### src/hdl/pmp_consts.svh
// ----------------------------------------------------------------------
// Sizes for the eight-entry PMP CSR block. pmpcfg2 and the upper
// pmpaddr CSRs are not implemented, so the entry count is fixed at 8.
// ----------------------------------------------------------------------
`ifndef PMP_CONSTS_SVH
`define PMP_CONSTS_SVH

// Number of PMP entries held in state
`define PMP_ENTRIES 8

// CSR data word width
`define PMP_XLEN 64

// Stored address width and the lowest stored bit of the CSR write word
`define PMP_ADDR_WIDTH 29
`define PMP_ADDR_LSB 9

// One configuration byte per entry inside pmpcfg0
`define PMP_CFG_BITS 8

// Readable CSRs
// Select bit 0 is pmpcfg0, bits 1 to 8 are pmpaddr0 to pmpaddr7
`define PMP_CSR_COUNT 9

`endif

### src/hdl/pmp_cfg_pkg.sv
// ----------------------------------------------------------------------
// PMP configuration types. One entry matches the pmpcfg byte layout.
// ----------------------------------------------------------------------
`default_nettype none

`include "pmp_consts.svh"

package pmp_cfg_pkg;

  // ---------------------------------------------------------------------
  // Address matching mode, bits 4:3 of a configuration byte
  // ---------------------------------------------------------------------
  typedef enum logic [1:0] {
    pmp_off   = 2'd0,
    pmp_tor   = 2'd1,
    pmp_na4   = 2'd2,
    pmp_napot = 2'd3
  } pmp_addr_mode_t;

  // ---------------------------------------------------------------------
  // One configuration byte, highest bit first
  // ---------------------------------------------------------------------
  typedef struct packed {
    logic           lock;
    // Reserved, always zero in stored state
    logic [1:0]     rsvd;
    pmp_addr_mode_t addr_mode;
    logic           executable;
    logic           writable;
    logic           readable;
  } pmp_cfg_entry_t;

  // Whole pmpcfg0 word, entry i in byte i
  typedef pmp_cfg_entry_t [`PMP_ENTRIES-1:0] pmp_cfg_vec_t;

endpackage

`default_nettype wire

### src/hdl/pmp_csr_pkg.sv
// ----------------------------------------------------------------------
// CSR side types: data words, read select and stored PMP addresses
// ----------------------------------------------------------------------
`default_nettype none

`include "pmp_consts.svh"

package pmp_csr_pkg;

  // One CSR data word as seen on the read and write buses
  typedef logic [`PMP_XLEN-1:0] pmp_word_t;

  // Stored address, write word bits 37:9
  typedef logic [`PMP_ADDR_WIDTH-1:0] pmp_addr_t;

  // All stored addresses, entry i at index i
  typedef pmp_addr_t [`PMP_ENTRIES-1:0] pmp_addr_vec_t;

  // One-hot or multi-hot read select
  // bit 0 pmpcfg0, bit i+1 pmpaddr i
  typedef logic [`PMP_CSR_COUNT-1:0] pmp_csr_sel_t;

  // Per-entry flags, write strobes and locks
  typedef logic [`PMP_ENTRIES-1:0] pmp_entry_mask_t;

endpackage

`default_nettype wire

### src/hdl/pmp_cfg_bank.sv
// ----------------------------------------------------------------------
// Lockable pmpcfg0 entries. A lock only clears on reset, and entry 7
// has no TOR neighbor since pmpcfg2 is not implemented.
// ----------------------------------------------------------------------
`timescale 1ns/10ps
`default_nettype none

`include "pmp_consts.svh"

module pmp_cfg_bank (
  input  wire                            cpuclk,
  input  wire                            cpurst_b,
  input  wire pmp_csr_pkg::pmp_word_t    wdata,
  input  wire                            cfg_wen,
  output wire pmp_cfg_pkg::pmp_cfg_vec_t cfg_value,
  output wire pmp_csr_pkg::pmp_entry_mask_t addr_lock
);

  import pmp_cfg_pkg::*;

  // --------------------------------------------------------------------
  // Configuration entries
  // --------------------------------------------------------------------
  for (genvar i = 0; i < `PMP_ENTRIES; i++)
  begin : g_entry
    pmp_cfg_entry_t wr_byte;
    pmp_cfg_entry_t entry_q;
    logic           entry_upd;

    // Byte i of the write word, reserved field cleared
    always_comb
    begin
      wr_byte      = wdata[i*`PMP_CFG_BITS +: `PMP_CFG_BITS];
      wr_byte.rsvd = 2'b00;
    end

    // Locked entries ignore pmpcfg0 writes
    assign entry_upd = cfg_wen && !entry_q.lock;

    always_ff @(posedge cpuclk or negedge cpurst_b)
    begin
      if (!cpurst_b)
      begin
        entry_q <= '0;
      end
      else if (entry_upd)
      begin
        entry_q <= wr_byte;
      end
    end

    assign cfg_value[i] = entry_q;

    // ------------------------------------------------------------------
    // Address lock
    // ------------------------------------------------------------------
    // A locked TOR entry above also protects this address, since
    // it is the bottom of that entry's range
    if (i == `PMP_ENTRIES - 1)
    begin : g_last
      assign addr_lock[i] = entry_q.lock;
    end
    else
    begin : g_mid
      assign addr_lock[i] = entry_q.lock
                          | (cfg_value[i+1].lock
                             & (cfg_value[i+1].addr_mode == pmp_tor));
    end
  end

endmodule

`default_nettype wire

### src/hdl/pmp_addr_bank.sv
// ----------------------------------------------------------------------
// pmpaddr0 to pmpaddr7 storage. Only write word bits 37:9 are kept.
// ----------------------------------------------------------------------
`timescale 1ns/10ps
`default_nettype none

`include "pmp_consts.svh"

module pmp_addr_bank (
  input  wire                               cpuclk,
  input  wire                               cpurst_b,
  input  wire pmp_csr_pkg::pmp_word_t       wdata,
  input  wire pmp_csr_pkg::pmp_entry_mask_t addr_wen,
  input  wire pmp_csr_pkg::pmp_entry_mask_t addr_lock,
  output wire pmp_csr_pkg::pmp_addr_vec_t   addr_value
);

  import pmp_csr_pkg::*;

  pmp_addr_t       wr_addr;
  pmp_entry_mask_t addr_upd;

  // Same slice feeds every entry
  assign wr_addr = wdata[`PMP_ADDR_LSB +: `PMP_ADDR_WIDTH];

  // Lock comes from the configuration before this edge
  assign addr_upd = addr_wen & ~addr_lock;

  // --------------------------------------------------------------------
  // Address registers
  // --------------------------------------------------------------------
  for (genvar i = 0; i < `PMP_ENTRIES; i++)
  begin : g_addr
    pmp_addr_t addr_q;

    always_ff @(posedge cpuclk or negedge cpurst_b)
    begin
      if (!cpurst_b)
      begin
        addr_q <= '0;
      end
      else if (addr_upd[i])
      begin
        addr_q <= wr_addr;
      end
    end

    assign addr_value[i] = addr_q;
  end

endmodule

`default_nettype wire

### src/hdl/pmp_csr_read.sv
// ----------------------------------------------------------------------
// Combinational CSR readback. Several select bits may be set and the
// selected values are ORed together.
// ----------------------------------------------------------------------
`timescale 1ns/10ps
`default_nettype none

`include "pmp_consts.svh"

module pmp_csr_read (
  input  wire pmp_csr_pkg::pmp_csr_sel_t  csr_sel,
  input  wire pmp_cfg_pkg::pmp_cfg_vec_t  cfg_value,
  input  wire pmp_csr_pkg::pmp_addr_vec_t addr_value,
  output pmp_csr_pkg::pmp_word_t          csr_rdata
);

  import pmp_csr_pkg::*;

  pmp_word_t addr_word [`PMP_ENTRIES];

  // --------------------------------------------------------------------
  // Address realignment
  // --------------------------------------------------------------------
  // Stored bits go back to 37:9, all other bits read zero
  always_comb
  begin
    for (int i = 0; i < `PMP_ENTRIES; i++)
    begin
      addr_word[i] = pmp_word_t'(addr_value[i]) << `PMP_ADDR_LSB;
    end
  end

  // --------------------------------------------------------------------
  // OR of the selected sources
  // --------------------------------------------------------------------
  always_comb
  begin
    csr_rdata = {`PMP_XLEN{csr_sel[0]}} & cfg_value;
    for (int s = 1; s < `PMP_CSR_COUNT; s++)
    begin
      csr_rdata = csr_rdata | ({`PMP_XLEN{csr_sel[s]}} & addr_word[s-1]);
    end
  end

endmodule

`default_nettype wire

### src/hdl/pmp_regs.sv
// ----------------------------------------------------------------------
// PMP CSR state for 8 entries. Writes are single-cycle strobes with no
// acknowledge, and readback is combinational.
// ----------------------------------------------------------------------
`timescale 1ns/10ps
`default_nettype none

`include "pmp_consts.svh"

module pmp_regs (
  input  wire                               cpuclk,
  input  wire                               cpurst_b,
  input  wire pmp_csr_pkg::pmp_word_t       wdata,
  input  wire                               cfg_wen,
  input  wire pmp_csr_pkg::pmp_entry_mask_t addr_wen,
  input  wire pmp_csr_pkg::pmp_csr_sel_t    csr_sel,
  output wire pmp_csr_pkg::pmp_word_t       csr_rdata,
  output wire pmp_cfg_pkg::pmp_cfg_vec_t    pmpcfg0_value,
  output wire pmp_csr_pkg::pmp_addr_vec_t   pmpaddr_value
);

  import pmp_cfg_pkg::*;
  import pmp_csr_pkg::*;

  wire pmp_cfg_vec_t    cfg_value;
  wire pmp_entry_mask_t addr_lock;
  wire pmp_addr_vec_t   addr_value;

  // --------------------------------------------------------------------
  // Configuration and address state
  // --------------------------------------------------------------------
  pmp_cfg_bank u_cfg_bank (
    .cpuclk    (cpuclk),
    .cpurst_b  (cpurst_b),
    .wdata     (wdata),
    .cfg_wen   (cfg_wen),
    .cfg_value (cfg_value),
    .addr_lock (addr_lock)
  );

  // Same-cycle cfg and addr writes see the old locks
  pmp_addr_bank u_addr_bank (
    .cpuclk     (cpuclk),
    .cpurst_b   (cpurst_b),
    .wdata      (wdata),
    .addr_wen   (addr_wen),
    .addr_lock  (addr_lock),
    .addr_value (addr_value)
  );

  // --------------------------------------------------------------------
  // Readback
  // --------------------------------------------------------------------
  pmp_csr_read u_csr_read (
    .csr_sel    (csr_sel),
    .cfg_value  (cfg_value),
    .addr_value (addr_value),
    .csr_rdata  (csr_rdata)
  );

  assign pmpcfg0_value = cfg_value;
  assign pmpaddr_value = addr_value;

endmodule

`default_nettype wire

### config.mk
export PLATFORM = sky130hd
export DESIGN_NAME = pmp_regs
export DESIGN_NICKNAME = d
export VERILOG_FILES = /design/src/hdl/pmp_cfg_pkg.sv /design/src/hdl/pmp_csr_pkg.sv /design/src/hdl/pmp_cfg_bank.sv /design/src/hdl/pmp_addr_bank.sv /design/src/hdl/pmp_csr_read.sv /design/src/hdl/pmp_regs.sv
export VERILOG_INCLUDE_DIRS = /design/src /design/src/hdl
export SDC_FILE = /design/constraint.sdc
export NUM_CORES = 1
export LEC_CHECK = 0
export ABC_AREA = 0
export BUFFER_PORTS_ARGS = -buffer_cell sky130_fd_sc_hd__clkbuf_2
export CORE_AREA = 2 2 171 173
export CTS_BUF_LIST = sky130_fd_sc_hd__clkbuf_8
export CTS_CLUSTER_SIZE = 16
export DETAILED_ROUTE_END_ITERATION = 8
export DIE_AREA = 0 0 173 175
export HOLD_SLACK_MARGIN = 0.06
export PLACE_DENSITY = 0.71
export SLEW_MARGIN = 20
export SYNTH_ARGS = -nofsm -noshare
export SYNTH_HDL_FRONTEND = slang
export SYNTH_SLANG_ARGS = --single-unit
### constraint.sdc
create_clock -name cpuclk -period 3.7 [get_ports cpuclk]
set_input_delay 0.37 -clock cpuclk [delete_from_list [all_inputs] [get_ports cpuclk]]
set_output_delay 0.37 -clock cpuclk [all_outputs]
set_load 0.01 [all_outputs]
[Word level (Yosys, flattened, before mapping)]
Cells that the tools add are included.
Storage, ports and cells
  bits of input ports: 84
  output and inout port bits: 360
  flip-flop bits (word level): 280
  logic and storage cells: 104
Operators by class
  equality and inequality tests: 7
  reduce and logical (&&, ||, !) cells: 16
  bitwise logic cells: 33
Operators by type and width (count)
  64-bit by 38-bit bitwise AND with 64-bit output: 8
  64-bit bitwise OR: 8
  64-bit bitwise AND: 1
  2-bit by 1-bit equality test with 1-bit output, second input constant: 7
  8-bit bitwise AND: 1
  1-bit logical AND: 8
  1-bit zero test: 8
  8-bit NOT: 1
  1-bit bitwise AND: 7
  1-bit bitwise OR: 7

[Logic depth before layout (Yosys ltp)]
  depth after elaboration: 9
  gate-level depth with buffers: 5
  depth with buffers taken out: 3

[By module]
A second synthesis with hierarchy kept.
Unflattened totals
  cell total of the unflattened synthesis: 844
  area, all modules: 12761.0 sq um
Modules (own cells, without submodules)
  pmp_addr_bank: seq. area each 5805.6 sq um, cells an instance 496, area each 9048.7 sq um, times used 1
  pmp_cfg_bank: seq. area each 1201.2 sq um, cells an instance 137, area each 1999.4 sq um, times used 1
  pmp_csr_read: seq. area each 0.0 sq um, cells an instance 211, area each 1712.9 sq um, times used 1

[Worst setup path before layout]
OpenSTA, ideal clock, no wires.
  kind: input port to output port
  start: input csr_sel[7]
  end: output csr_rdata[20]
  data arrival time: 1220 ps
  path buffers: 2
  cell stages on the path: 5
  slack: 2110 ps
  data required time: 3330 ps
  cells stage by stage: buf_2 -> buf_2 -> a22o_1 -> a221oi_1 -> nand3_1
On the way
  cells in the longest elaborated chain, start to end: 3
Ends and longest elaborated chain
  start: declaration: line pmp_regs.sv:16  | input wire pmp_csr_pkg::pmp_csr_sel_t csr_sel,
  64-bit by 38-bit bitwise AND with 64-bit output: line pmp_csr_read.sv:41  | csr_rdata = csr_rdata | ({`PMP_XLEN{csr_sel[s]}} & addr_word[s-1]);
  64-bit bitwise OR (2 in a row): line pmp_csr_read.sv:41
  end: declaration: line pmp_regs.sv:17  | output wire pmp_csr_pkg::pmp_word_t csr_rdata,
No other way between the ends.

[Worst setup path after layout]
  start: input csr_sel[7]
  end: output csr_rdata[28]
Same word-level chain as after synthesis.

==> run summary <==
num ports = 444
Fmax = 416 MHz
post-route setup TNS = 0 ps
run status = completed
vias = 9,487
hold path startpoint = wdata[29]
TritonCTS buffer count = 46
cell mode on critical path = clkbuf_2
CTS sink count = 280
max incr delay on CP = 560 ps
CTS clk-pin slew, worst paths = 60 ps
placed inst area = 14,500 um^2
# setup viols final = 0
number of global-route vias before repair = 9,598
Worst setup SP type = input port
WL/cell = 23.8 um
hold crit path type = input port to flop
H-tree levels = 2
Reg2Reg Setup Slack = 1390 ps
DRT iter0 DRCs = 708
area share of the largest cell type after synthesis = 0.578
Multi-input gate area = 4750 um^2
Final Critical Period = 2400 ps
Synth Area per Inst = 14.5 um^2
reg2reg start = u_cfg_bank.cfg_value[15]
Buffers on Ports = 409
PD cells = 623 nW/um^2
initial core utilization = 0.427
CTS tree = done
Die X-Extent = 173 um
#FFs+latches synth = 280
Setup crit end kind = output port
post-route ant nets = 0
WL final = 40,300 um
fillers = 2,471
Die ar. = 30,300 um^2
final hold violation count = 0
Final HPWL DP = 25,700 um
grt ovf = 0
via/cell ratio = 5.61
initial antenna violation count = 0
NumNets Final = 1,363
antenna diode count = 0
Slew Viols, Final = 0
area grow syn2layout = 29.2%
unrepaired setup endpoints after global routing = no
Worst EP required = 3330 ps
mapped cell area = 12,100 um^2
share of cells above drive strength 1 = 0.570
Warnings, synthesis = 0
GRT Resource Usage Total = 0.260
CP cell instances = clkbuf_2 -> a22o_1 -> a221oi_1 -> nand3_1 -> clkbuf_2
sequential fraction of the synthesis area = 0.578
DRC Markers = 0
GPL Wtd Cong = 0.835
crit share post-route = 0.649
Critical-path top delay cell = clkbuf_2
largest net degree at the start of global routing = 95
Die Span Y = 175 um
Slew headroom = 0.259
Post-CTS Setup Bufs = 0
Layout Cell Area excl Fill = 15,700 um^2
Synth Instances = 836
WS Path Type = input port to output port
Hold Crit Depth = 2
Max Cap Viol = 0
DR pass1 iterations = 5
static leakage = 7.65 nW
Critical Path AT = 2030 ps
worst skew pair latency = 540 ps
first-pass GRT wire length = 60,200 um
Core ar. = 28,400 um^2
row count = 62
CTS max path bufs = 3
worst flop-to-flop path endpoint = u_addr_bank.g_addr[0].addr_q[15]
largest fanout on the critical path = 29
hold path endpoint = u_addr_bank.g_addr[0].addr_q[20]
worst slew pin tran = 1110 ps
Reg2Reg Depth = 4
maximum vdd drop = 0.425 mV
largest cells by area after synthesis = dfrtp_1, mux2_2, a22oi_1, buf_4, a222oi_1
Seq. cell area = 7010 um^2
Root Buffer = clkbuf_8
Worst Skew = 12.8 ps
Cell variety after synth = 23
cell taking the most area after synthesis = dfrtp_1
-- flip-flops by register name, indices dropped and copies added (netlist names) --
| signal | flops |
|---|---|
| u_cfg_bank.cfg_value | 47 |
| u_cfg_bank.addr_lock | 1 |
| u_addr_bank.g_addr.addr_q | 232 |
-- cell type report --
| cell class | count | area share |
|---|---|---|
| Tap cell | 384 | 0.0307 |
| Multi-Input combinational cell | 501 | 0.303 |
| Sequential cell | 280 | 0.447 |
| Clock inverter | 19 | 0.00823 |
| Clock buffer | 58 | 0.0510 |
| Timing Repair Buffer | 450 | 0.160 |
-- Yosys cell counts --
cell type,count
dfrtp_1,280
mux2_2,248
a22oi_1,50
buf_4,33
and2_1,26
a221oi_1,22
a222oi_1,22
a22o_1,22
nand3_1,22
buf_2,19
clkbuf_1,17
mux2_1,14
mux2_4,10
nand3b_1,10
nor2b_1,9
a21o_1,8
buf_6,7
nand4_1,7
buf_1,3
and2b_1,2
nand2_1,2
o21ai_1,2
conb_1,1
-- cell families (layout without fill, tap and decap cells) --
logic type             count (synthesis)  count (layout)  synth area share
muxes                                272             272             0.256
other                                  1              25          0.000309
buffers and inverters                 79             527            0.0410
AOI/OAI and AO/OA                    126             126            0.0867
DFF                                  280             280             0.578
and+or+nand+nor                       78              78            0.0388
-- power breakdown --
part	switching [W]	internal, W	total (W)
Clock	0.00120	0.00153	0.00274
Combinational	0.00130	0.00130	0.00260
Sequential	0.000646	0.00379	0.00443
-- worst max-delay path by stage --
stage | to | slack (ps) | cells after the start | from
floorplan | csr_rdata[20] | 2110 | 5 | csr_sel[7]
global placement | csr_rdata[28] | 1330 | 5 | csr_sel[7]
detailed placement | csr_rdata[28] | 1330 | 5 | csr_sel[7]
CTS | csr_rdata[28] | 1310 | 5 | csr_sel[7]
global route | csr_rdata[28] | 1250 | 5 | csr_sel[7]
finish | csr_rdata[28] | 1300 | 5 | csr_sel[7]
-- stage by stage --
stage	setup WS, ps	total power (W)	hold WS [ps]	util	instances
after detailed placement	1330	0.00705	449	0.510	1588
after global placement	1330	0.00697	452	0.510	1588
after CTS	1310	0.00982	134	0.552	1692
after global routing	1250	0.0103	151	0.552	1692
after floorplan	2110	0.00569	74.4	-	860
final	1300	0.00977	170	0.552	1692
-- metal layers --
| layer | GRT usage | vias to the layer above | share of wire |
|---|---|---|---|
| met1 | 0.326 | 4891 | 0.39 |
| li1 | - | 3995 | - |
| met4 | 0.0855 | 0 | 0.026 |
| met2 | 0.443 | 517 | 0.50 |
| met3 | 0.0644 | 84 | 0.085 |
| met5 | 0 | - | 0 |
-- layout by cell type, fill, tap and decap left out, drive strengths merged --
cell / count
clkbuf: 466
dfrtp: 280
mux2: 272
a22oi: 50
dlygate4sd3: 27
and2: 26
conb: 25
a222oi: 22
a22o: 22
a221oi: 22
nand3: 22
inv: 15
buf: 15
nand3b: 10
nor2b: 9
a21o: 8
nand4: 7
nand2: 2
o21ai: 2
and2b: 2
bufinv: 2
clkinvlp: 1
clkinv: 1
-- critical path: cells and delay by family --
family / cells / cell delay (ps)
AOI/OAI and AO/OA: 2 / 800
buffers and inverters: 2 / 710
and+or+nand+nor: 1 / 140
-- what timing repair did --
item,4_1_cts,5_1_grt
endpoints found under the hold margin,117,0
hold buffers,27,0
gates resized for setup,0,0
Note: power is estimated with default switching activity, not from simulation.
